## config.mk

```make
export PLATFORM = sky130hd
export DESIGN_NAME = soc_arbiter_flat
export DESIGN_NICKNAME = d
export VERILOG_FILES = /design/src/verilog/soc_bus_pkg.sv /design/src/verilog/soc_wb_if.sv /design/src/verilog/soc_arbiter.sv /design/src/flat_wrapper.sv
export SDC_FILE = /design/constraint.sdc
export NUM_CORES = 1
export LEC_CHECK = 0
export ABC_CLOCK_PERIOD_IN_PS = 1200
export BUFFER_PORTS_ARGS = -buffer_cell sky130_fd_sc_hd__buf_2
export CORE_AREA = 2 2 106 108
export DETAILED_ROUTE_END_ITERATION = 6
export DIE_AREA = 0 0 108 110
export PLACE_DENSITY = 0.52
export SYNTH_ARGS = -nofsm -noshare
export SYNTH_HDL_FRONTEND = slang
export SYNTH_SLANG_ARGS = --single-unit
```

## constraint.sdc

```tcl
create_clock -name i_wb_clk -period 1.2 [get_ports i_wb_clk]
set_input_delay 0.18 -clock i_wb_clk [delete_from_list [all_inputs] [get_ports i_wb_clk]]
set_output_delay 0.18 -clock i_wb_clk [all_outputs]
set_load 0.05 [all_outputs]
```

## src/verilog/soc_bus_pkg.sv

```systemverilog
package soc_bus_pkg;

   // widths shared by every Wishbone port in the fabric.
   localparam int ADR_W = 32;
   localparam int DAT_W = 32;
   localparam int SEL_W = 4; // one select bit per byte lane.

   // the arbiter is idle or locked to one master until that master's ack.
   typedef enum logic [1:0] {
      ARB_IDLE = 2'b00,
      ARB_IBUS = 2'b01,
      ARB_DBUS = 2'b10
   } arb_state_t;

endpackage
```

## src/verilog/soc_wb_if.sv

```systemverilog
`timescale 1ns/1ps

interface soc_wb_if
   import soc_bus_pkg::*;
   ();

   logic [ADR_W-1:0] adr;
   logic [DAT_W-1:0] dat;
   logic [SEL_W-1:0] sel;
   logic             we;
   logic             cyc; // held high with stable request until ack.
   logic [DAT_W-1:0] rdt; // valid in the ack cycle.
   logic             ack;

   modport master (
      output adr, dat, sel, we, cyc,
      input  rdt, ack
   );

   modport slave (
      input  adr, dat, sel, we, cyc,
      output rdt, ack
   );

endinterface

```

## src/verilog/soc_arbiter.sv

```systemverilog
`timescale 1ns/1ps

module soc_arbiter
   import soc_bus_pkg::*;
(
   input  logic             i_wb_clk,
   input  logic             i_arst_n,
   input  logic [ADR_W-1:0] i_ibus_adr,
   input  logic             i_ibus_cyc,
   output logic [DAT_W-1:0] o_ibus_rdt,
   output logic             o_ibus_ack,
   soc_wb_if.slave          dbus,
   soc_wb_if.master         mem
);

   arb_state_t state;
   arb_state_t grant;

   // from idle the grant is immediate and dbus wins a tie.
   always_comb begin
      grant = state;
      if (state == ARB_IDLE) begin
         if (dbus.cyc)
            grant = ARB_DBUS;
         else if (i_ibus_cyc)
            grant = ARB_IBUS;
      end
   end

   always_ff @(posedge i_wb_clk or negedge i_arst_n) begin
      if (!i_arst_n)
         state <= ARB_IDLE;
      else if (mem.ack)
         state <= ARB_IDLE; // release after the granted access completes.
      else
         state <= grant;
   end

   assign mem.adr = (grant == ARB_IBUS) ? i_ibus_adr : dbus.adr;
   assign mem.dat = dbus.dat;
   assign mem.sel = dbus.sel;
   assign mem.we  = dbus.we & (grant == ARB_DBUS); // the ibus only reads.
   assign mem.cyc = ((grant == ARB_DBUS) & dbus.cyc) | ((grant == ARB_IBUS) & i_ibus_cyc);

   assign dbus.rdt   = mem.rdt;
   assign dbus.ack   = mem.ack & (grant == ARB_DBUS);
   assign o_ibus_rdt = mem.rdt;
   assign o_ibus_ack = mem.ack & (grant == ARB_IBUS);

   a_single_ack : assert property (
      @(posedge i_wb_clk) disable iff (!i_arst_n)
      !(o_ibus_ack && dbus.ack))
      else $error("ibus and dbus acked in the same cycle");

   a_grant_locked : assert property (
      @(posedge i_wb_clk) disable iff (!i_arst_n)
      ((state == ARB_IBUS || state == ARB_DBUS) && !mem.ack) |=> (state == $past(state)))
      else $error("arbiter grant released without a memory ack");

endmodule

```

## src/flat_wrapper.sv

```systemverilog
// flat-port wrapper written by rule: the top's interface ports become plain ports
module soc_arbiter_flat import soc_bus_pkg::*;
  (i_wb_clk, i_arst_n, i_ibus_adr, i_ibus_cyc, o_ibus_rdt, o_ibus_ack, dbus_adr, dbus_dat, dbus_sel, dbus_we, dbus_cyc, dbus_rdt, dbus_ack, mem_adr, mem_dat, mem_sel, mem_we, mem_cyc, mem_rdt, mem_ack);
  soc_wb_if dbus_i ();
  soc_wb_if mem_i ();
  input  logic i_wb_clk;
  input  logic i_arst_n;
  input  logic [ADR_W-1:0] i_ibus_adr;
  input  logic i_ibus_cyc;
  output logic [DAT_W-1:0] o_ibus_rdt;
  output logic o_ibus_ack;
  input wire logic [$bits(dbus_i.adr)-1:0] dbus_adr;
  input wire logic [$bits(dbus_i.dat)-1:0] dbus_dat;
  input wire logic [$bits(dbus_i.sel)-1:0] dbus_sel;
  input wire logic [$bits(dbus_i.we)-1:0] dbus_we;
  input wire logic [$bits(dbus_i.cyc)-1:0] dbus_cyc;
  output wire logic [$bits(dbus_i.rdt)-1:0] dbus_rdt;
  output wire logic [$bits(dbus_i.ack)-1:0] dbus_ack;
  output wire logic [$bits(mem_i.adr)-1:0] mem_adr;
  output wire logic [$bits(mem_i.dat)-1:0] mem_dat;
  output wire logic [$bits(mem_i.sel)-1:0] mem_sel;
  output wire logic [$bits(mem_i.we)-1:0] mem_we;
  output wire logic [$bits(mem_i.cyc)-1:0] mem_cyc;
  input wire logic [$bits(mem_i.rdt)-1:0] mem_rdt;
  input wire logic [$bits(mem_i.ack)-1:0] mem_ack;
  assign dbus_i.adr = dbus_adr;
  assign dbus_i.dat = dbus_dat;
  assign dbus_i.sel = dbus_sel;
  assign dbus_i.we = dbus_we;
  assign dbus_i.cyc = dbus_cyc;
  assign dbus_rdt = dbus_i.rdt;
  assign dbus_ack = dbus_i.ack;
  assign mem_adr = mem_i.adr;
  assign mem_dat = mem_i.dat;
  assign mem_sel = mem_i.sel;
  assign mem_we = mem_i.we;
  assign mem_cyc = mem_i.cyc;
  assign mem_i.rdt = mem_rdt;
  assign mem_i.ack = mem_ack;
  soc_arbiter u_core (.i_wb_clk(i_wb_clk), .i_arst_n(i_arst_n), .i_ibus_adr(i_ibus_adr), .i_ibus_cyc(i_ibus_cyc), .o_ibus_rdt(o_ibus_rdt), .o_ibus_ack(o_ibus_ack), .dbus(dbus_i), .mem(mem_i));
endmodule
```

Yosys cells after proc, flatten, opt, wreduce, memory -nomap -nowiden:

Cells that the tools add are included.

* logic and storage cells: 15
* bits in registers: 2
* output and inout bits: 136

* equal/unequal tests: 2
* reductions and logical operators: 1
* muxes and demuxes: 5
* bitwise operators: 6

Operators by type and width (count)
* $mux W32: 1
* $mux W2: 4
* $and A1 B1 Y1: 5
* $eq A2 B1 Y1 const B: 1
* $eq A2 B2 Y1 const B: 1
* $logic_not A2 Y1: 1
* $or A1 B1 Y1: 1

Longest topological paths before layout:

Gate-level depths: netlist (run 1).

* word-level depth: 6
* mapped depth: 4
* gate-level depth less buffers: 3

Worst setup path after synthesis (run 1):

OpenSTA, ideal clock, no wires.

* path kind: register to output
* start point: register u_core.state[1]
* end point: output dbus_ack
* path slack: -0.624 ns
* buffers on the path: 0
* cell stages (with the launch flop): 3
* data arrival time: 1.644 ns
* cells stage by stage: dfrtp_1 > nor2_1 > nor3b_1

* cells in the longest elaborated chain, start to end: 5
* elaborated cells between the ends (all ways): 6

RTL lines
* start, declared: line soc_arbiter.sv:16 `arb_state_t state;`
* start signal, assigned: line soc_arbiter.sv:36 `state <= grant;`
* $mux W2: line soc_arbiter.sv:25 `else if (i_ibus_cyc)`
* $mux W2: line soc_arbiter.sv:23 `if (dbus.cyc)`
* $mux W2 *: line soc_arbiter.sv:22 `if (state == ARB_IDLE) begin`
* $eq A2 B2 Y1 *: line soc_arbiter.sv:46 `assign dbus.ack = mem.ack & (grant == ARB_DBUS);`
* $and A1 B1 Y1 *: line soc_arbiter.sv:46
* end, declared: line flat_wrapper.sv:18 `output wire logic [$bits(dbus_i.ack)-1:0] dbus_ack;`

Every way passes the cells marked *; elsewhere a longest branch is shown, timed or not.

Worst setup path after layout (run 1):

* start point: register u_core.state[1]
* end point: output mem_adr[7]

* cells in the longest elaborated chain, start to end: 5
* elaborated cells between the ends (all ways): 6

RTL lines
* $mux W2: line soc_arbiter.sv:25
* $mux W2: line soc_arbiter.sv:23
* $mux W2 *: line soc_arbiter.sv:22
* $eq A2 B1 Y1 *: line soc_arbiter.sv:39 `assign mem.adr = (grant == ARB_IBUS) ? i_ibus_adr : dbus.adr;`
* $mux W32 *: line soc_arbiter.sv:39
* end, declared: line flat_wrapper.sv:19 `output wire logic [$bits(mem_i.adr)-1:0] mem_adr;`

Marks and branches as above.

==> flow_summary.ini, run 1 <==
[status]
outcome = complete, but fails checks
violations = setup timing

[placement]
preCtsSetupSlack_ps = -367
hpwl_um = 2780
place_congestion = 0.582
port_buffers = 105
placedInstanceArea_um2 = 1400

[route]
routed-via-count = 969
drt-initial-drc-count = 18
routedWlPerCell_um = 12.0
wl_um = 3750
drt_drc_violations_left = 0
ant_nets = 0
drt_pass1_iterations = 2
vias_per_cell = 3.12

[worst_setup_path]
crit_type = reg -> out
worstPathRequired_ps = 1020
startpoint_type = flip-flop
end_kind = output port
path_cells = a21oi_4 -> buf_6 -> buf_16 -> mux2_4 -> buf_6
crit_path_max_fanout = 7
worstPathArrival_ps = 1520
slowest_delay_ps = 390
cp_common_cell = buf_6
critPathSlowestCell = dfrtp_1

[floorplanning]
die_w_um = 108
initial_core_util_pct = 12.0
design.core.area_um2 = 10700
chipHeight_um = 110
io_pins = 274
dieArea_um2 = 11900
rows = 38

[cts]
clk_pin_slew_ps = 30
htree_num_levels = 1
numClockSinks = 2
cts_buffers = 3
cts_buffer_depth = 2
clk_latency_ps = 210
cts-root-buf = clkbuf_8
tritoncts = done

[synthesis]
synthSimpleGateAreaFrac_pct = 3.61
ys_seq_elements = 2
synth-compound-area-share_pct = 2.73
syn-num-nets = 288
ys_warn_count = 0
synth_area_um2 = 1280
yosys.area.top_type = buf_4
yosysUniqueCellTypes = 12
synth_seq_area_share_pct = 3.90
synth_top_family_by_area = buffers and inverters
muxShareOfSynthArea_pct = 28.1
syn_area_per_cell_um2 = 8.56
yosys-top-cells-area = buf_4 58%, mux2_2 28%, dfrtp_1 3.9%, buf_6 2.6%, a21oi_4 1.3%
synth_cells = 150
synth_top_cell_area_share_pct = 58.5
post_synth_xor_area_fraction_pct = 0
synth-adder-area-share_pct = 0

[sta]
setup_ws_ps = -495
max_freq_ghz = 0.590
hold_slack_ps = 193
min_period_ps = 1700
skew_ps = 1.09
slew_headroom_pct = 88.2
finalSetupViolations = 36
period_share_pct = 141
slew_viol_final = 0
grt_setup_unrepaired = true
hold_viol = 0
tightest_slew_ps = 177

[pwr]
cellLeakagePower_nw = 0.938
max-vdd-ir-drop_mv = 0.183
fin_total_pwr_mw = 1.63
power.density_nw_per_um2 = 884

[grt]
grt-ovfl-total = 0
antenna_found_initial = 0
grt_max_degree = 10
grt_pass1_vias = 1095
grt_pass1_wl_um = 5200
track_usage_pct = 5.62

[cells_and_area]
top_register = u_core.state
final_cell_area_um2 = 1850
n_fill_cell = 1195
register_area_um2 = 50.0
n_antenna_cell = 0
area_delta_synth_final_pct = 44.0
top_regs = u_core.state: 2 flops
drive_gt1_share_pct = 94.7
fin_util_pct = 17.3
fin_nets = 311
multi_input_area_um2 = 582
largest_reg_flops = 2

[hold_path]
hold_class = in -> reg

[run]
cap_violations = 0
-- cell usage after synthesis --
| cell type | instances |
|---|---|
| a22o_1 | 1 |
| a21oi_4 | 1 |
| nand2b_4 | 1 |
| mux2_2 | 32 |
| dfrtp_1 | 2 |
| and2_1 | 1 |
| buf_6 | 3 |
| nor2_1 | 3 |
| a21oi_1 | 2 |
| nor3b_1 | 2 |
| inv_1 | 2 |
| buf_4 | 100 |
-- area by class of cell --
cell class / count / share of cell area [%]
well taps: 140 / 9.48
clock buffers: 3 / 2.23
flip-flops and latches: 2 / 2.71
inverters: 2 / 0.406
multi-input cells: 43 / 31.5
repair buffers: 121 / 53.7
-- repair_timing --
item / in CTS / in global routing
endpoints found under the setup margin: 36 / 36
hold buffers: 1 / 0
endpoints found under the hold margin: 2 / 0
gates resized for setup: 90 / 4
pin swaps: 2 / 1
setup buffers: 4 / 2
gates cloned: 3 / 0
-- path summary, 6_finish.rpt --
path                                                start                        end  slack, ps  cells after the start
worst min register to register  u_core.state[0]$_DFF_PN0_  u_core.state[0]$_DFF_PN0_        650                      3
min in group asynchronous                        i_arst_n  u_core.state[1]$_DFF_PN0_        330                      2
worst max register to register  u_core.state[1]$_DFF_PN0_  u_core.state[0]$_DFF_PN0_         70                      6
worst max-delay path            u_core.state[1]$_DFF_PN0_                 mem_adr[7]       -500                      5
max in group asynchronous                        i_arst_n  u_core.state[0]$_DFF_PN0_        770                      2
worst min-delay path                              mem_ack  u_core.state[0]$_DFF_PN0_        190                      2
-- kinds of logic after synthesis --
| kind of cell | Yosys count |
|---|---|
| flip-flops | 2 |
| buffers and inverters | 105 |
| AND/OR/NAND/NOR | 7 |
| multiplexers | 32 |
| AO/OA/AOI/OAI | 4 |
-- through the flow --
stage                     TNS (ps)  instances
after floorplan              -8580        150
after global placement      -10830        299
after detailed placement    -11200        299
after CTS                   -17430        310
after global routing        -19270        311
final                       -16730        311
-- cells in the final DEF (no fill, tap or decap), drive strengths merged --
| cell | count |
|---|---|
| buf | 120 |
| clkbuf | 3 |
| a22o | 1 |
| and2 | 1 |
| inv | 2 |
| a21oi | 3 |
| nor3b | 2 |
| dlygate4sd3 | 1 |
| nor2 | 3 |
| nand2b | 1 |
| dfrtp | 2 |
| mux2 | 32 |
-- layer usage --
layer,global-route usage (%),vias to the layer above,part of all wire (%)
met3,2.29,23,13
met2,10.7,90,53
li1,-,428,-
met4,3.48,0,2.0
met5,0,-,0
met1,4.90,428,32
-- where the power goes --
part           switching (mW)  leakage (nW)  total [mW]  internal [mW]
Combinational           0.674         0.891        1.30          0.621
Sequential            0.00421        0.0260      0.0772         0.0730
Clock                  0.0498        0.0216       0.262          0.212
-- critical path, delay by kind of cell (launching register included) --
kind,cells,cell delay [ps]
AO/OA/AOI/OAI,1,160
buffers and inverters,3,430
flip-flops,1,390
multiplexers,1,310
Note: power is estimated with default switching activity, not from simulation.
==> run 2, diff against run 1 <==
--- a/config.mk
+++ b/config.mk
@@ -5,11 +5,12 @@
 export SDC_FILE = /design/constraint.sdc
 export NUM_CORES = 1
 export LEC_CHECK = 0
+export ABC_AREA = 1
 export ABC_CLOCK_PERIOD_IN_PS = 1200
 export BUFFER_PORTS_ARGS = -buffer_cell sky130_fd_sc_hd__buf_2
-export CORE_AREA = 2 2 106 108
+export CORE_AREA = 2 2 107 109
 export DETAILED_ROUTE_END_ITERATION = 6
-export DIE_AREA = 0 0 108 110
+export DIE_AREA = 0 0 109 111
 export PLACE_DENSITY = 0.52
 export SYNTH_ARGS = -nofsm -noshare
 export SYNTH_HDL_FRONTEND = slang
==> flow_summary.ini, run 2 <==
[cts]
cts_buffer_depth = 2
htree_num_levels = 1
clk_pin_slew_ps = 30
cts_buffers = 3
cts-root-buf = clkbuf_16
clk_latency_ps = 220
numClockSinks = 2
tritoncts = done

[cells_and_area]
top_register = u_core.state
final_common_cell = buf_2
largest_reg_flops = 2
n_antenna_cell = 0
register_area_um2 = 50.0
layout.cells.most_common_list = 69 x buf_2, 50 x nand2_4, 24 x buf_6
area_delta_synth_final_pct = 74.7
fin_nets = 380
n_fill_cell = 1224
multi_input_area_um2 = 987
stdcell_count = 383
top_regs = u_core.state: 2 flops
drive_gt1_share_pct = 87.1

[synthesis]
yosysMostFrequentCell = buf_4
yosys.area.top_type = buf_4
synth_area_um2 = 1360
ys_seq_elements = 2
syn_area_per_cell_um2 = 6.02
yosys-top-cells-area = buf_4 55%, nand2_1 19%, nand3_1 12%, dfrtp_1 3.7%, buf_6 2.5%
synth_cells = 225
synth_seq_area_share_pct = 3.69
synth_top_cell_area_share_pct = 55.4
synth-async-reset-ratio_pct = 100
synth.top_cells.by_count = 100 x buf_4, 70 x nand2_1, 32 x nand3_1
ys_warn_count = 0
synth_edf_count = 0
ys.flop_type = dfrtp_1
yosysUniqueCellTypes = 12
syn-num-nets = 363

[grt]
grt_pass1_wl_um = 6270
grt-ovfl-total = 0
antenna_found_initial = 0
track_usage_pct = 6.65
grt_max_degree = 20
grt_pass1_vias = 1364

[hold_path]
hold_class = in -> reg

[sta]
skew_ps = 3.05
grt_setup_unrepaired = true
period_share_pct = 138
slew_headroom_pct = 88.5
hold_viol = 0
tightest_slew_ps = 171
slew_viol_final = 0
finalSetupViolations = 35
setup_ws_ps = -457
max_freq_ghz = 0.603
min_period_ps = 1660
tns_ps = -15190

[worst_setup_path]
reg2reg_depth = 4
startpoint_type = flip-flop
r2r_start = u_core.state[1]$_DFF_PN0_
crit_type = reg -> out
worstPathArrival_ps = 1480
cp-startpoint = u_core.state[1]$_DFF_PN0_
crit_path_max_fanout = 7
worstPathRequired_ps = 1020
reg2reg_to = u_core.state[1]$_DFF_PN0_
crit_path_end = mem_adr[11]
end_kind = output port
reg2reg_slack_ps = 140

[placement]
hpwl_um = 3420
preCtsSetupSlack_ps = -295
port_buffers = 105
dp_cells = 372
place_congestion = 0.625

[floorplanning]
rows = 39
dieArea_um2 = 12100
io_pins = 274
design.core.area_um2 = 11100
chipHeight_um = 111
initial_core_util_pct = 12.2
die_w_um = 109

[pwr]
combPwrFrac_pct = 74.3
netSwitchingFraction_pct = 47.4
p_sw_mw = 1.07
seqPwrFrac_pct = 3.4
max-vdd-ir-drop_mv = 0.601
cellLeakagePower_nw = 1.13
clkPwrFrac_pct = 22.3
p_int_mw = 1.19
power.density_nw_per_um2 = 951

[route]
routed-via-count = 1373
drt_pass1_iterations = 2
drt_drc_violations_left = 0
ant_nets = 0
drt-initial-drc-count = 26
vias_per_cell = 3.58
wl_um = 4910
routedWlPerCell_um = 12.8

[status]
outcome = complete, but fails checks
violations = setup timing

[run]
cap_violations = 0
-- run 2: routing by layer --
| layer | global-route usage, % | vias up | routed length [um] |
|---|---|---|---|
| li1 | - | 631 | - |
| met1 | 5.41 | 609 | 1480 |
| met2 | 12.5 | 94 | 2630 |
| met3 | 2.23 | 39 | 505 |
| met4 | 5.21 | 0 | 293 |
| met5 | 0 | - | 0 |
-- run 2: critical path, stage by stage, from the launching register on --
cell and delay, ps:
dfrtp_1 400, inv_2 90, nand2_4 60, nand2_4 140, nand2_8 110, clkbuf_16 190
nand2_2 80, nand2_4 50, buf_6 150
-- run 2: worst min path at each step --
| stage | start | endpoint | slack [ps] | depth (start not counted) |
|---|---|---|---|---|
| after global routing | mem_ack | u_core.state[1]$_DFF_PN0_ | 140 | 2 |
| final | mem_ack | u_core.state[1]$_DFF_PN0_ | 140 | 2 |
| after floorplan | i_arst_n | u_core.state[0]$_DFF_PN0_ | -120 | 0 |
| after CTS | mem_ack | u_core.state[1]$_DFF_PN0_ | 140 | 2 |
| after global placement | i_arst_n | u_core.state[0]$_DFF_PN0_ | -30 | 1 |
| after detailed placement | i_arst_n | u_core.state[0]$_DFF_PN0_ | -30 | 1 |
-- run 2: cell type report --
type,count,area share (%)
tap,143,7.56
sequential,2,2.11
clock buffer,3,3.17
timing repair buffer,121,44.8
multi-input combinational,110,41.7
inverter,4,0.634
-- run 2: power groups by stage --
stage	logic, mW	clock network [mW]	registers (mW)
after global routing	1.75	0.515	0.0773
after detailed placement	1.22	0	0.0773
final	1.67	0.502	0.0766
after global placement	1.21	0	0.0774
after CTS	1.45	0.506	0.0767
after floorplan	1.77	0	0.0770
-- run 2: through the flow --
step | area (um2) | power, mW | util, % | hold slack, ps
after CTS | 2000 | 2.03 | 18.1 | 144
after detailed placement | 1630 | 1.30 | 14.7 | -31.4
final | 2370 | 2.25 | 21.4 | 144
after global routing | 2370 | 2.34 | 21.4 | 143
after global placement | 1630 | 1.29 | 14.7 | -28.3
after floorplan | 1620 | 1.85 | - | -116
-- run 2: kinds of logic after synthesis --
group           synth area share (%)
buf+inv                         61.2
compound gates                  1.20
simple gates                    33.9
flops                           3.69
-- run 2: repair_timing --
| item | 4_1_cts | 5_1_grt |
|---|---|---|
| setup endpoints to repair | 36 | 36 |
| pin swaps | 1 | 7 |
| hold endpoints to repair | 2 | 0 |
| gates cloned | 0 | 4 |
| buffers inserted | 0 | 3 |
| resized for setup | 96 | 55 |
| hold buffers | 1 | 0 |
==> run 3, diff against run 2 <==
--- a/config.mk
+++ b/config.mk
@@ -11,7 +11,9 @@
 export CORE_AREA = 2 2 107 109
 export DETAILED_ROUTE_END_ITERATION = 6
 export DIE_AREA = 0 0 109 111
+export GPL_ROUTABILITY_DRIVEN = 0
 export PLACE_DENSITY = 0.52
+export SKIP_CTS_REPAIR_TIMING = 1
 export SYNTH_ARGS = -nofsm -noshare
 export SYNTH_HDL_FRONTEND = slang
 export SYNTH_SLANG_ARGS = --single-unit
==> flow_summary.ini, run 3 (synthesis gave the netlist of run 2 again) <==
[status]
outcome = complete, but fails checks
violations = setup timing

[sta]
grt_setup_unrepaired = true
skew_ps = 3.17
max_freq_ghz = 0.607
hold_viol = 0
tns_ps = -14120
slew_headroom_pct = 83.1
setup_ws_ps = -447
slew_viol_final = 0
tightest_slew_ps = 253
min_period_ps = 1650
finalSetupViolations = 35
period_share_pct = 137

[placement]
port_buffers = 105
placedInstanceArea_um2 = 1630
hpwl_um = 3420
dp_cells = 372

[grt]
grt_pass1_wl_um = 5840
grt_pass1_vias = 1262
grt_max_degree = 20
grt-ovfl-total = 0
antenna_found_initial = 0
track_usage_pct = 6.20

[worst_setup_path]
end_kind = output port
worstPathArrival_ps = 1470
worstPathRequired_ps = 1020
slowest_delay_ps = 400
critPathSlowestCell = dfrtp_1
cp_common_cell = nand2_4
crit_path_max_fanout = 14
path_cells = a21oi_4 -> nand2_4 -> buf_12 -> nand2_1 -> nand2_4 -> buf_4
crit_type = reg -> out
startpoint_type = flip-flop

[cts]
htree_num_levels = 1
numClockSinks = 2
cts_buffers = 3
clk_pin_slew_ps = 30
cts_buffer_depth = 2
tritoncts = done
cts-root-buf = clkbuf_16
clk_latency_ps = 220

[route]
routed-via-count = 1311
drt_drc_violations_left = 0
drt_pass1_iterations = 4
ant_nets = 0
routedWlPerCell_um = 11.1
wl_um = 4160
vias_per_cell = 3.49
drt-initial-drc-count = 30

[floorplanning]
io_pins = 274
design.core.area_um2 = 11100
dieArea_um2 = 12100
rows = 39
die_w_um = 109
initial_core_util_pct = 12.2
chipHeight_um = 111

[cells_and_area]
top_regs = u_core.state: 2 flops
largest_reg_flops = 2
top_register = u_core.state
drive_gt1_share_pct = 76.4
stdcell_count = 376
n_antenna_cell = 0
area_delta_synth_final_pct = 47.5
layout.cells.most_common_list = 69 x buf_2, 33 x nand2_4, 30 x buf_6
fin_nets = 373
final_cell_area_um2 = 2000
final_common_cell = buf_2
n_fill_cell = 1248

[run]
cap_violations = 0

[hold_path]
hold_class = in -> reg

[pwr]
fin_total_pwr_mw = 2.00
max-vdd-ir-drop_mv = 0.598
power.density_nw_per_um2 = 1000
cellLeakagePower_nw = 0.999
## run 3: cell count changes in the layout (fill, tap and decap cells not counted), moves of 3 or more
cell       delta
clkbuf_16     -3
buf_8        -12
nand2_2       +4
buf_6         +6
nand3_1      +10
nand2_4      -17
nand2_1      +14
buf_4         +3
nand3_2      -10
## run 3: metal layers
metal / global-route usage (%) / routed length (um) / vias up
met2: 11.1 / 2120 / 93
met4: 5.21 / 289 / 0
li1: - / - / 614
met5: 0 / 0 / -
met3: 2.29 / 509 / 41
met1: 5.27 / 1240 / 563
## run 3: worst max-delay path: cells and delay by family (launching register included)
family / cells / cell delay, ps
AOI/OAI and AO/OA: 1 / 240
and+or+nand+nor: 3 / 250
DFF: 1 / 400
buffers and inverters: 2 / 340
## run 3: metrics by stage
step | setup WS, ps | hold slack, ps | utilization [%]
floorplan | -91.5 | -116 | -
global placement | -280 | -28.3 | 14.7
detailed placement | -295 | -31.4 | 14.7
CTS | -531 | -262 | 15.4
global route | -507 | 144 | 18.0
finish | -447 | 144 | 18.0
## run 3: path summary, 6_finish.rpt
check                                     startpoint                        end  slack, ps  cells past startpoint
max                        u_core.state[1]$_DFF_PN0_                 mem_adr[3]       -450                      6
min                                          mem_ack  u_core.state[1]$_DFF_PN0_        140                      2
max reg2reg                u_core.state[1]$_DFF_PN0_  u_core.state[1]$_DFF_PN0_        210                      3
min reg2reg                u_core.state[0]$_DFF_PN0_  u_core.state[0]$_DFF_PN0_        670                      4
max in group asynchronous                   i_arst_n  u_core.state[0]$_DFF_PN0_        830                      2
min in group asynchronous                   i_arst_n  u_core.state[1]$_DFF_PN0_        270                      2
## run 3: final cells by class
type                       instances  area [um2]  share of cell area [%]
clock buffer                       3        75.1                    3.76
inverter                           4        15.0                   0.751
multi-input combinational        110         803                    40.2
sequential                         2        50.0                    2.50
tap                              143         179                    8.95
timing repair buffer             114         876                    43.8
## run 3: power by group
part | internal (mW) | switching, mW
clock network | 0.424 | 0.0756
logic | 0.546 | 0.880
registers | 0.0727 | 0.00394
total | 1.04 | 0.960
