File: src/verilog/soc_map_pkg.sv
package soc_map_pkg;

   // the top two address bits select the region.
   localparam int REG_MSB = 31;
   localparam int REG_LSB = 30;

   typedef enum logic [1:0] {
      REG_MEM   = 2'b00,
      REG_HOLE  = 2'b01, // unmapped, reads return zero.
      REG_GPIO  = 2'b10,
      REG_TIMER = 2'b11
   } region_t;

   // word RAM, addressed by bus address bits 11:2.
   localparam int RAM_WORDS = 1024;
   localparam int RAM_AW    = 10; // higher bits inside the memory region alias.

   // compare value after reset keeps the timer interrupt quiet.
   localparam logic [31:0] TMR_CMP_RESET = 32'hFFFF_FFFF;

endpackage

File: src/verilog/soc_bus_pkg.sv
package soc_bus_pkg;

   // widths shared by every Wishbone port in the fabric.
   localparam int ADR_W = 32;
   localparam int DAT_W = 32;
   localparam int SEL_W = 4; // one select bit per byte lane.

   // the arbiter is idle or locked to one master until that master's ack.
   typedef enum logic [1:0] {
      ARB_IDLE = 2'b00,
      ARB_IBUS = 2'b01,
      ARB_DBUS = 2'b10
   } arb_state_t;

endpackage
File: src/verilog/soc_wb_if.sv
`timescale 1ns/1ps

interface soc_wb_if
   import soc_bus_pkg::*;
   ();

   logic [ADR_W-1:0] adr;
   logic [DAT_W-1:0] dat;
   logic [SEL_W-1:0] sel;
   logic             we;
   logic             cyc; // held high with stable request until ack.
   logic [DAT_W-1:0] rdt; // valid in the ack cycle.
   logic             ack;

   modport master (
      output adr, dat, sel, we, cyc,
      input  rdt, ack
   );

   modport slave (
      input  adr, dat, sel, we, cyc,
      output rdt, ack
   );

endinterface

File: src/verilog/soc_mux.sv
`timescale 1ns/1ps

module soc_mux
   import soc_bus_pkg::*;
   import soc_map_pkg::*;
(
   input  logic             i_wb_clk,
   input  logic             i_arst_n,
   input  logic [ADR_W-1:0] i_dbus_adr,
   input  logic [DAT_W-1:0] i_dbus_dat,
   input  logic [SEL_W-1:0] i_dbus_sel,
   input  logic             i_dbus_we,
   input  logic             i_dbus_cyc,
   output logic [DAT_W-1:0] o_dbus_rdt,
   output logic             o_dbus_ack,
   soc_wb_if.master         mem,
   soc_wb_if.master         gpio,
   soc_wb_if.master         timer
);

   region_t region;
   logic    periph_cyc;
   logic    periph_ack;

   assign region = region_t'(i_dbus_adr[REG_MSB:REG_LSB]);

   // the request is broadcast, only the selected target sees cyc.
   assign mem.adr   = i_dbus_adr;
   assign mem.dat   = i_dbus_dat;
   assign mem.sel   = i_dbus_sel;
   assign mem.we    = i_dbus_we;
   assign mem.cyc   = i_dbus_cyc & (region == REG_MEM);

   assign gpio.adr  = i_dbus_adr;
   assign gpio.dat  = i_dbus_dat;
   assign gpio.sel  = i_dbus_sel;
   assign gpio.we   = i_dbus_we;
   assign gpio.cyc  = i_dbus_cyc & (region == REG_GPIO);

   assign timer.adr = i_dbus_adr;
   assign timer.dat = i_dbus_dat;
   assign timer.sel = i_dbus_sel;
   assign timer.we  = i_dbus_we;
   assign timer.cyc = i_dbus_cyc & (region == REG_TIMER);

   // gpio, timer and the hole all answer one cycle after cyc.
   assign periph_cyc = i_dbus_cyc & (region != REG_MEM);

   always_ff @(posedge i_wb_clk or negedge i_arst_n) begin
      if (!i_arst_n)
         periph_ack <= 1'b0;
      else
         periph_ack <= periph_cyc & ~periph_ack; // one cycle per access.
   end

   assign o_dbus_ack = periph_ack | mem.ack;

   always_comb begin
      case (region)
         REG_MEM:   o_dbus_rdt = mem.rdt;
         REG_GPIO:  o_dbus_rdt = gpio.rdt;
         REG_TIMER: o_dbus_rdt = timer.rdt;
         default:   o_dbus_rdt = '0; // the hole reads as zero.
      endcase
   end

   a_one_target : assert property (
      @(posedge i_wb_clk) disable iff (!i_arst_n)
      $onehot0({mem.cyc, gpio.cyc, timer.cyc}))
      else $error("more than one dbus target selected");

endmodule

File: src/flat_wrapper.sv
// flat-port wrapper written by rule: the top's interface ports become plain ports
module soc_mux_flat import soc_bus_pkg::*; import soc_map_pkg::*;
  (i_wb_clk, i_arst_n, i_dbus_adr, i_dbus_dat, i_dbus_sel, i_dbus_we, i_dbus_cyc, o_dbus_rdt, o_dbus_ack, mem_adr, mem_dat, mem_sel, mem_we, mem_cyc, mem_rdt, mem_ack, gpio_adr, gpio_dat, gpio_sel, gpio_we, gpio_cyc, gpio_rdt, gpio_ack, timer_adr, timer_dat, timer_sel, timer_we, timer_cyc, timer_rdt, timer_ack);
  soc_wb_if mem_i ();
  soc_wb_if gpio_i ();
  soc_wb_if timer_i ();
  input  logic i_wb_clk;
  input  logic i_arst_n;
  input  logic [ADR_W-1:0] i_dbus_adr;
  input  logic [DAT_W-1:0] i_dbus_dat;
  input  logic [SEL_W-1:0] i_dbus_sel;
  input  logic i_dbus_we;
  input  logic i_dbus_cyc;
  output logic [DAT_W-1:0] o_dbus_rdt;
  output logic o_dbus_ack;
  output wire logic [$bits(mem_i.adr)-1:0] mem_adr;
  output wire logic [$bits(mem_i.dat)-1:0] mem_dat;
  output wire logic [$bits(mem_i.sel)-1:0] mem_sel;
  output wire logic [$bits(mem_i.we)-1:0] mem_we;
  output wire logic [$bits(mem_i.cyc)-1:0] mem_cyc;
  input wire logic [$bits(mem_i.rdt)-1:0] mem_rdt;
  input wire logic [$bits(mem_i.ack)-1:0] mem_ack;
  output wire logic [$bits(gpio_i.adr)-1:0] gpio_adr;
  output wire logic [$bits(gpio_i.dat)-1:0] gpio_dat;
  output wire logic [$bits(gpio_i.sel)-1:0] gpio_sel;
  output wire logic [$bits(gpio_i.we)-1:0] gpio_we;
  output wire logic [$bits(gpio_i.cyc)-1:0] gpio_cyc;
  input wire logic [$bits(gpio_i.rdt)-1:0] gpio_rdt;
  input wire logic [$bits(gpio_i.ack)-1:0] gpio_ack;
  output wire logic [$bits(timer_i.adr)-1:0] timer_adr;
  output wire logic [$bits(timer_i.dat)-1:0] timer_dat;
  output wire logic [$bits(timer_i.sel)-1:0] timer_sel;
  output wire logic [$bits(timer_i.we)-1:0] timer_we;
  output wire logic [$bits(timer_i.cyc)-1:0] timer_cyc;
  input wire logic [$bits(timer_i.rdt)-1:0] timer_rdt;
  input wire logic [$bits(timer_i.ack)-1:0] timer_ack;
  assign mem_adr = mem_i.adr;
  assign mem_dat = mem_i.dat;
  assign mem_sel = mem_i.sel;
  assign mem_we = mem_i.we;
  assign mem_cyc = mem_i.cyc;
  assign mem_i.rdt = mem_rdt;
  assign mem_i.ack = mem_ack;
  assign gpio_adr = gpio_i.adr;
  assign gpio_dat = gpio_i.dat;
  assign gpio_sel = gpio_i.sel;
  assign gpio_we = gpio_i.we;
  assign gpio_cyc = gpio_i.cyc;
  assign gpio_i.rdt = gpio_rdt;
  assign gpio_i.ack = gpio_ack;
  assign timer_adr = timer_i.adr;
  assign timer_dat = timer_i.dat;
  assign timer_sel = timer_i.sel;
  assign timer_we = timer_i.we;
  assign timer_cyc = timer_i.cyc;
  assign timer_i.rdt = timer_rdt;
  assign timer_i.ack = timer_ack;
  soc_mux u_core (.i_wb_clk(i_wb_clk), .i_arst_n(i_arst_n), .i_dbus_adr(i_dbus_adr), .i_dbus_dat(i_dbus_dat), .i_dbus_sel(i_dbus_sel), .i_dbus_we(i_dbus_we), .i_dbus_cyc(i_dbus_cyc), .o_dbus_rdt(o_dbus_rdt), .o_dbus_ack(o_dbus_ack), .mem(mem_i), .gpio(gpio_i), .timer(timer_i));
endmodule
File: config.mk
export PLATFORM = sky130hd
export DESIGN_NAME = soc_mux_flat
export DESIGN_NICKNAME = d
export VERILOG_FILES = /design/src/verilog/soc_map_pkg.sv /design/src/verilog/soc_bus_pkg.sv /design/src/verilog/soc_wb_if.sv /design/src/verilog/soc_mux.sv /design/src/flat_wrapper.sv
export SDC_FILE = /design/constraint.sdc
export NUM_CORES = 1
export LEC_CHECK = 0
export BUFFER_PORTS_ARGS = -buffer_cell sky130_fd_sc_hd__buf_2
export CAP_MARGIN = 30
export CORE_AREA = 2 2 159 161
export CTS_CLUSTER_DIAMETER = 60
export DETAILED_ROUTE_END_ITERATION = 16
export DIE_AREA = 0 0 161 163
export SKIP_CTS_REPAIR_TIMING = 1
export SLEW_MARGIN = 20
export SYNTH_ARGS = -nofsm -noshare
export SYNTH_HDL_FRONTEND = slang
export SYNTH_SLANG_ARGS = --single-unit
File: constraint.sdc
create_clock -name i_wb_clk -period 1.8 [get_ports i_wb_clk]
set_clock_uncertainty 0.15 [all_clocks]
set_input_delay 0.18 -clock i_wb_clk [delete_from_list [all_inputs] [get_ports i_wb_clk]]
set_output_delay 0.18 -clock i_wb_clk [all_outputs]
set_load 0.01 [all_outputs]
# Word-level counts from Yosys, hierarchy flattened
# Index checks and enable logic that the tools add are counted.
# totals
reg_bits	1
output_inout_bits	243
wordCells	13
inputBits	171
# classes
bitwise_logic	7
n_reduce_logical	2
n_mux	1
n_eq_ne	2
# op_table
operator	n
$pmux W32 S3	1
$and A1 B1 Y1	5
$eq A2 B2 Y1 const B	2
$logic_not A2 Y1	1
$reduce_bool A2 Y1	1
$not A1 Y1	1
$or A1 B1 Y1	1

# Logic depth before layout (Yosys ltp)
# Gate-level depths: netlist (run 1).
# depth
ltp_word	3
mapped_depth	4
depth_no_buf	2

# Worst setup path before layout (run 1)
# No wires, ideal clock.
# synth_timing
kind	input -> output
start	input port i_dbus_adr[30]
end	output port o_dbus_rdt[10]
n_path_buf	2
path_stages	4
path_slack_ns	0.499
t_arrival_ns	0.971
required_ns	1.470
path_cell_list	buf_6 -> buf_6 -> mux2_4 -> a22o_1
# synth_via
elab_chain_len	2
word_cells_on_any_way	4
classes_between	2 x eq/ne; 1 x mux; 1 x reduce/logical
# synth_rtl
item	line_no	source
from (decl)	flat_wrapper.sv:9	input logic [ADR_W-1:0] i_dbus_adr;
$eq A2 B2 Y1 / $logic_not A2 Y1 (equally long branches)	soc_mux.sv:59	case (region)
$pmux W32 S3 (*)	soc_mux.sv:59	
to (decl)	flat_wrapper.sv:14	output logic [DAT_W-1:0] o_dbus_rdt;
# Mark *: on every way between the ends. The rest lies on a longest branch, timed or not.

# Worst setup path in the final report (run 1)
# layout_timing
start	input port i_dbus_adr[30]
end	output port o_dbus_rdt[28]
# Same word-level chain as after synthesis.

==> results.md, run 1 <==
* First-pass GRT wire length at around 9000 um
* Port Buffer Count at 143
* Overall routing resource usage at 4.51%
* Run status: finished clean
* Biggest area consumer among synthesized cells: buf_4
* Num rows at between 50 and 60
* MaxCap Viol Count at 0
* Hold Crit Class: input pin to output pin
* DR WL/cell at ~12 um
* Top flop regs: u_core.periph_ack x1
* Routability Congestion at around 0.69
* Syn Nets at 460
* ANT nets after route at 0
* Core area at 24700 um2
* TNS Setup at 0 ns
* P_leak at 1.04 nW
* Tot Pwr at 0.000480 W
* Via/cell ratio at about 2.7
* Final wirelength at 6830 um
* Storage element area at 25.0 um2
* Mean area per synthesized cell at 8.45 um2
* Area of the multi-input gates at between 700 and 800 um2
* Most common cell in the synthesized netlist: buf_4
* Worst ir drop on vdd at slightly below 0.1 mV
* Power per cell area at 237 nW/um2
* Top cells by area, synth: buf_4 (64%), mux2_4 (17%), a22o_1 (11%)
* FMAX at ~0.63 GHz
* # diodes at 0
* NumNets Final at approximately 400
* Max-slew headroom at around four fifths
* Synthesized area at approximately 2400 um2
* Crit-path max FO at 15
* Vias in the first global route at 1414
* Largest Register: u_core.periph_ack
* Pin count of the biggest net entering global routing at 26
* DIE AREA at 26200 um2
* CP endpoint kind: output pin
* Io pins at 414
* Core Util, Final at just over 8%
* Max incr delay on CP at ~0.34 ns
* Die height at roughly 160 um
* Synth cell types at 13
* Post-synth top cells: buf_4 (207), a22o_1 (32), mux2_4 (27), buf_2 (5), mux2_2 (5)
* CP required at ~1.5 ns
* Setup violators final at 0
* Pins over their slew limit at 0
* Grt ovf at 0
* Most used DFF post-synth: dfrtp_1
* Post-synth EDFFs at 0
* Final HPWL DP at 6050 um
* CP Class: input pin to output pin
* Layout area overhead at -17.0%
* Proportion of layout cells with a drive suffix above 1 at between 80% and 90%
* Placed inst area at slightly above 2000 um2
* Sequential area share after synthesis at around 1.0%
* Residual DRC count at 0
* Asr flop ratio synth at 100%
* Unrepaired setup endpoints after global routing: no
* Crit path DAT at approximately 1.3 ns
* Max reg flops at 1
* Clk Latency, worst-skew pair at 0 ns
* Slew @ Worst Pin at roughly 0.29 ns
* Synth warn at 0
* Detailed Route Iter0 Violations at 21
* Initial antenna violation count at 1
* Final period util at between 80% and 90%
* Critical Path Source Type: input pin
* Synth top area share at roughly 64%
* Hold Vio Cnt, Final at 0
* # fillers at between 2000 and 3000
* Crit-path cells: buf_2 > buf_12 > mux2_2 > a22o_1 > buf_2
* CP max stage cell: mux2_2
* Via count at around 1500
* Detailed Routing Iterations Pass 1 at 2
* CP most frequent cell: buf_2
* Min Tclk post-route at around 1.6 ns
* Starting Density at 9.89%
* Cell count after synthesis at between 200 and 300
* Die width at roughly 160 um
* Synthesized flop and latch total at 1
* Final Cell Area at between 2000 and 2500 um2
[area by class of cell]
cell class | instances | share of cell area (%)
multi-input combinational | 70 | 38.7
timing repair buffer | 151 | 39.7
tap | 330 | 20.4
sequential | 1 | 1.24
[path summary, 6_finish.rpt]
| path | from | to | slack (ns) | depth (start not counted) |
|---|---|---|---|---|
| worst min-delay path | i_dbus_adr[19] | mem_adr[19] | 0.21 | 0 |
| worst min register to register | u_core.periph_ack | u_core.periph_ack | 0.31 | 1 |
| min in group asynchronous | i_arst_n | u_core.periph_ack | 0.36 | 2 |
| max in group asynchronous | i_arst_n | u_core.periph_ack | 1.05 | 2 |
| worst max-delay path | i_dbus_adr[30] | o_dbus_rdt[28] | 0.22 | 5 |
| worst max register to register | u_core.periph_ack | u_core.periph_ack | 1.00 | 1 |
[where the power goes]
| part | switching (W) | internal, W | total (W) |
|---|---|---|---|
| combinational | 0.000187 | 0.000267 | 0.000454 |
| sequential | 0.00000132 | 0.0000246 | 0.0000259 |
| clock | 0 | 0 | 0 |
[cells by family (layout without fill, tap and decap cells)]
| kind of cell | count (synthesis) | count (layout) | synth area share (%) |
|---|---|---|---|
| and+or+nand+nor | 6 | 6 | 1.74 |
| buffers and inverters | 218 | 151 | 66.8 |
| muxes | 32 | 32 | 18.9 |
| AOI/OAI and AO/OA | 32 | 32 | 11.5 |
| DFF | 1 | 1 | 1.02 |
[worst max-delay path, delay by kind of cell]
kind	cells	cell delay, ns
compound gates	1	0.22
buf+inv	3	0.50
mux	1	0.34
[cell usage in the layout (no fill, tap or decap), types with 2 or more instances in the layout]
cell,n
buf_2,143
a22o_1,32
mux2_4,27
mux2_2,5
buf_4,5
nor3b_1,2
buf_12,2
[metal layers]
metal	vias to the layer above	wire length, um	global-route usage, %
met3	93	1030	1.86
li1	617	-	-
met1	590	1910	3.97
met4	2	859	5.60
met2	163	3010	7.18
met5	-	13	0
[through the flow]
stage | setup WS [ns] | hold WS, ns | cells
after CTS | 0.205 | -0.193 | 551
after global placement | 0.206 | -0.194 | 551
final | 0.220 | 0.210 | 552
after detailed placement | 0.204 | -0.194 | 551
after floorplan | 0.499 | -0.266 | 289
after global routing | 0.136 | 0.210 | 552
No activity file was read; power rests on OpenSTA's default activity.
==> inputs of run 2 (changes only) <==
Settings changed: BUFFER_PORTS_ARGS -buffer_cell sky130_fd_sc_hd__buf_2 to -buffer_cell sky130_fd_sc_hd__buf_4, CTS_BUF_LIST set to sky130_fd_sc_hd__clkbuf_4 sky130_fd_sc_hd__clkbuf_8 sky130_fd_sc_hd__clkbuf_16, MAX_ROUTING_LAYER set to met4.
==> run 2 against run 1 <==
- register-to-register slack got worse by 0.04 ns
- core utilization rose by 1.5 points
- maximum frequency is 0.70% lower
- total power up 23%
- critical path depth unchanged
- combinational power up 24%
==> results.md, run 2 (synthesized netlist as in run 1, its figures left out) <==
* Die height at 163 um (unchanged)
* Clock share of power at 0% (unchanged)
* Largest Register: u_core.periph_ack
* Crit-path max FO at 13 (-2)
* Run status: finished clean
* Hold Vio Cnt, Final at 0 (unchanged)
* Vias in the first global route at 1536 (+8.6%)
* Switching Power at 0.000195 W (+3.7%)
* Reg2Reg Capture Point: u_core.periph_ack
* Die width at 161 um (unchanged)
* DR WL/cell at 12.8 um (+3.2%)
* P_leak at 1.16 nW (+11%)
* Most common cell after layout, fill and taps aside: buf_4
* Top flop regs: u_core.periph_ack x1
* CP Launch Point: i_dbus_adr[30]
* MaxCap Viol Count at 0 (unchanged)
* Crit path DAT at 1.26 ns (about the same)
* Leading cell types in the layout, fill and taps excluded: buf_4 (147), a22o_1 (32), mux2_4 (27)
* Layout area overhead at -1.85%
* Combinational share of power at 95.4% (+0.8 points)
* Via count at 1453 (-0.82%)
* Net Sw Frac at 33.2% (-6.1 points)
* Final HPWL DP at 6140 um (+1.6%)
* CP max stage cell: mux2_4
* Port Buffer Count at 143 (unchanged)
* Cells on worst reg2reg path at 1 (unchanged)
* DIE AREA at 26200 um2 (unchanged)
* Slew @ Worst Pin at 0.331 ns (+0.0445 ns)
* NumNets Final at 395 (unchanged)
* Hold Crit Class: input pin to output pin
* Internal power at 0.000393 W (+35%)
* Critical Path Source Type: input pin
* # diodes at 0 (unchanged)
* R2R setup slack at 0.96 ns (-0.04 ns)
* Detailed Routing Iterations Pass 1 at 3 (+1)
* Pins over their slew limit at 0 (unchanged)
* Worst ir drop on vdd at 0.111 mV (+14%)
* CP endpoint kind: output pin
* Max-slew headroom at 77.9% (-3.0 points)
* Tot Pwr at 0.000589 W (+23%)
* Final period util at 88.4% (+0.62 points)
* Flop pwr share at 4.6% (-0.8 points)
* Starting Density at 9.89% (unchanged)
* ANT nets after route at 0 (unchanged)
* Io pins at 414 (unchanged)
* TNS Setup at 0 ns (unchanged)
* FMAX at 0.629 GHz (-0.70%)
* Residual DRC count at 0 (unchanged)
* Power per cell area at 246 nW/um2 (+3.6%)
* Setup violators final at 0 (unchanged)
* Unrepaired setup endpoints after global routing: no
* Overall routing resource usage at 4.88% (+0.37 points)
* Routability Congestion at 0.713 (+2.7%)
* First-pass GRT wire length at 9560 um (+6.0%)
* Cell Count, Final, Fillers Out at 552 (unchanged)
* Worst r2r src: u_core.periph_ack
* Crit-path cells: buf_4 > buf_12 > mux2_4 > a22o_1 > buf_4
* Num rows at 58 (unchanged)
* Clk Latency, worst-skew pair at 0 ns (unchanged)
* CP required at 1.47 ns (about the same)
* Min Tclk post-route at 1.59 ns (+0.0111 ns)
* Max incr delay on CP at 0.30 ns (-0.04 ns)
* # placed instances at 551 (unchanged)
* Pin count of the biggest net entering global routing at 34 (+31%)
* CP Class: input pin to output pin
* Max reg flops at 1 (unchanged)
* Initial antenna violation count at 0 (-1)
* Proportion of layout cells with a drive suffix above 1 at 82.9% (unchanged)
* Setup crit end: o_dbus_rdt[18]
* Grt ovf at 0 (unchanged)
* CP most frequent cell: buf_4
* Final wirelength at 7050 um (+3.2%)
* Via/cell ratio at 2.63 (-0.82%)
* Core area at 24700 um2 (unchanged)
* Detailed Route Iter0 Violations at 23 (+9.5%)
[run 2: routing by layer]
layer / wire length [um] / global-route usage, % / part of all wire (%)
met1: 2010 / 4.35 / 29
met2: 3230 / 7.74 / 46
met3: 979 / 1.68 / 14
met4: 830 / 5.44 / 12
met5: 0 / - / 0
[run 2: critical path, delay by kind of cell]
kind,cells,cell delay [ns]
buf+inv,3,0.57
mux,1,0.30
compound gates,1,0.21
[run 2: power by group through the flow]
stage	Sequential, W	Combinational, W	Clock [W]
6_report	0.0000268	0.000562	0
5_1_grt	0.0000266	0.000601	0
4_1_cts	0.0000266	0.000567	0
3_5_place_dp	0.0000266	0.000566	0
3_3_place_gp	0.0000265	0.000563	0
2_1_floorplan	0.0000251	0.000712	0
[run 2: worst min path at each step]
stage	startpoint	end	slack, ns	cells after the start
after floorplan	i_arst_n	u_core.periph_ack	-0.27	0
after global placement	i_arst_n	u_core.periph_ack	-0.18	1
after detailed placement	i_arst_n	u_core.periph_ack	-0.19	1
after CTS	i_arst_n	u_core.periph_ack	-0.19	1
after global routing	i_dbus_we	mem_we	0.21	0
final	i_dbus_adr[19]	mem_adr[19]	0.21	0
[run 2: layout make-up]
type                            instances  area, um2
Timing Repair Buffer                  151       1170
Tap cell                              330        413
Fill cell                            2895      22300
Sequential cell                         1       25.0
Multi-Input combinational cell         70        785
[run 2: metrics by stage]
step | hold WS (ns) | area (um2) | utilization [%] | setup WS (ns)
finish | 0.210 | 2400 | 9.71 | 0.209
global route | 0.210 | 2400 | 9.71 | 0.163
CTS | -0.188 | 2390 | 9.67 | 0.206
detailed placement | -0.188 | 2390 | 9.67 | 0.207
global placement | -0.184 | 2390 | 9.67 | 0.205
floorplan | -0.266 | 2440 | - | 0.499
==> inputs of run 3 (changes only) <==
Settings changed: ABC_AREA set to 1, CAP_MARGIN 30 to unset, CORE_AREA 2 2 159 161 to 2 2 160 162, DIE_AREA 0 0 161 163 to 0 0 162 164.
==> run 3 against run 2 <==
- cell area down 4.3%
- sequential cell count stayed put
- register-to-register slack better by 0.08 ns
- worst hold slack barely moved
- maximum frequency up 10%
- setup slack gained 0.15 ns
- first-iteration DRC count rose to 2.7 times the previous value
- final cell count rose by 13%
- combinational power down 7.8%
- sequential power shrank 4%
- critical endpoint is now o_dbus_rdt[13]
- largest power group unchanged
==> results.md, run 3 <==
* Power per cell area at 237 nW/um2 (-3.4%)
* Pin count of the biggest net entering global routing at 37 (+8.8%)
* Most common cell in the synthesized netlist: buf_4
* Biggest area consumer among synthesized cells: buf_4
* Most common cell after layout, fill and taps aside: buf_4
* Max reg flops at 1 (unchanged)
* First-pass GRT wire length at 11200 um (+17%)
* MaxCap Viol Count at 0 (unchanged)
* Switching Power at 0.000226 W (+16%)
* Net Sw Frac at 41.6% (+8.4 points)
* TNS Setup at 0 ns (unchanged)
* Critical Path Source Type: input pin
* Hold Crit Class: input pin to output pin
* Unrepaired setup endpoints after global routing: no
* Leading cell types in the layout, fill and taps excluded: buf_4 (148), nand3_1 (96), nand2_1 (34)
* Detailed Route Iter0 Violations at 61 (+170%)
* Overall routing resource usage at 5.66% (+0.78 points)
* Clk Latency, worst-skew pair at 0 ns (unchanged)
* Die height at 164 um (+0.61%)
* P_leak at 1.06 nW (-8.1%)
* Num rows at 58 (unchanged)
* Synthesized flop and latch total at 1 (unchanged)
* DIE AREA at 26600 um2 (+1.2%)
* Crit-path max FO at 16 (+3)
* Via/cell ratio at 2.98 (+13%)
* Clock share of power at 0% (unchanged)
* Top cells by area, synth: buf_4 (67%), nand3_1 (20%), nand2_1 (5.3%)
* Cell count after synthesis at 364 (+26%)
* CP endpoint kind: output pin
* PnR worst setup slack at 0.357 ns (+0.148 ns)
* Synth cell types at 14 (+1)
* Slew @ Worst Pin at 0.383 ns (+0.0520 ns)
* Grt ovf at 0 (unchanged)
* Worst ir drop on vdd at 0.0618 mV (-44%)
* Top flop regs: u_core.periph_ack x1
* Flop pwr share at 4.7% (about the same)
* Pins over their slew limit at 0 (unchanged)
* Asr flop ratio synth at 100% (unchanged)
* Placement Setup Slack at 0.305 ns (+0.0977 ns)
* Min Tclk post-route at 1.44 ns (-0.148 ns)
* Most used DFF post-synth: dfrtp_1
* Layout area overhead at -4.48%
* Max-slew headroom at 74.5% (-3.5 points)
* Combinational share of power at 95.3% (about the same)
* Synth warn at 0 (unchanged)
* CP Class: input pin to output pin
* Post-synth top cells: buf_4 (213), nand3_1 (96), nand2_1 (34), buf_2 (6), buf_6 (4)
* Sequential area share after synthesis at 1.04% (+0.018 points)
* Internal power at 0.000318 W (-19%)
* Hold Vio Cnt, Final at 0 (unchanged)
* Die width at 162 um (+0.62%)
* Io pins at 414 (unchanged)
* Final period util at 80.1% (-8.2 points)
* Via count at 1854 (+28%)
* Port Buffer Count at 143 (unchanged)
* CP required at 1.47 ns (about the same)
* ANT nets after route at 0 (unchanged)
* Synth top area share at 66.6% (+3.0 points)
* Detailed Routing Iterations Pass 1 at 4 (+1)
* Final HPWL DP at 6740 um (+9.7%)
* Syn Nets at 535 (+16%)
* Largest Register: u_core.periph_ack
* Post-synth EDFFs at 0 (unchanged)
* Proportion of layout cells with a drive suffix above 1 at 53.3% (-30 points)
* FMAX at 0.693 GHz (+10%)
* Routability Congestion at 0.670 (-6.1%)
* Final wirelength at 8110 um (+15%)
* Run status: finished clean
* Crit path DAT at 1.11 ns (-0.15 ns)
* Residual DRC count at 0 (unchanged)
* Mean area per synthesized cell at 6.59 um2 (-22%)
* NumNets Final at 464 (+17%)
* DR WL/cell at 13.0 um (+2.1%)
* Core area at 24800 um2 (+0.59%)
* Synthesized area at 2400 um2 (-1.7%)
* Starting Density at 9.67% (-0.22 points)
* Setup violators final at 0 (unchanged)
* Vias in the first global route at 1807 (+18%)
* Initial antenna violation count at 1 (+1)
==> run 3: cell count changes in the layout (fill, tap and decap cells not counted), moves of 2 or more <==
cell,delta
nand3_1,+96
nand2_1,+34
a22o_1,-32
mux2_4,-27
mux2_2,-5
nor2_1,+2
nor3b_1,-2
==> run 3: power by group through the flow <==
stage | combinational, W | clock, W | sequential, W
after CTS | 0.000529 | 0 | 0.0000256
after floorplan | 0.000667 | 0 | 0.0000251
final | 0.000518 | 0.0000000000743 | 0.0000256
after detailed placement | 0.000527 | 0 | 0.0000256
after global placement | 0.000522 | 0 | 0.0000255
after global routing | 0.000566 | 0.0000000000744 | 0.0000256
==> run 3: cells by family after synthesis <==
kind of cell	share of synthesized area [%]
simple gates	27.6
flops	1.04
buf+inv	71.3
==> run 3: critical path, cell delays in order <==
cell and delay, ns:
buf_4 0.15, inv_2 0.22, buf_12 0.19, nand3_1 0.08, nand3_1 0.14, buf_4 0.14
==> run 3: layout make-up <==
type,instances,area (um2)
Fill cell,2912,22500
Tap cell,330,413
Antenna cell,1,2.50
Sequential cell,1,25.0
Inverter,2,7.51
Timing Repair Buffer,152,1180
Multi-Input combinational cell,136,663
==> run 3: layer usage <==
metal	vias to the layer above	GRT usage, %	wire length (um)
met4	0	5.99	906
met2	172	9.30	3700
met1	769	4.59	2290
li1	819	-	-
met3	94	2.47	1220
met5	-	-	0
==> run 3: path summary, 6_finish.rpt <==
| check | depth (start not counted) | slack (ns) | startpoint | end |
|---|---|---|---|---|
| worst max-delay path | 6 | 0.36 | i_dbus_adr[30] | o_dbus_rdt[13] |
| worst min-delay path | 0 | 0.21 | i_dbus_dat[8] | timer_dat[8] |
| worst max register to register | 1 | 1.04 | u_core.periph_ack | u_core.periph_ack |
| worst min register to register | 1 | 0.29 | u_core.periph_ack | u_core.periph_ack |
| max in group asynchronous | 2 | 1.06 | i_arst_n | u_core.periph_ack |
| min in group asynchronous | 2 | 0.35 | i_arst_n | u_core.periph_ack |
==> run 3: stage by stage <==
step	cell area, um2	hold slack (ns)	util (%)	instances	power (W)
4_1_cts	2280	-0.193	9.19	620	0.000554
6_report	2290	0.210	9.24	622	0.000544
3_5_place_dp	2280	-0.193	9.19	620	0.000552
2_1_floorplan	2400	-0.266	-	364	0.000692
3_3_place_gp	2280	-0.195	9.19	620	0.000547
5_1_grt	2290	0.210	9.24	622	0.000592
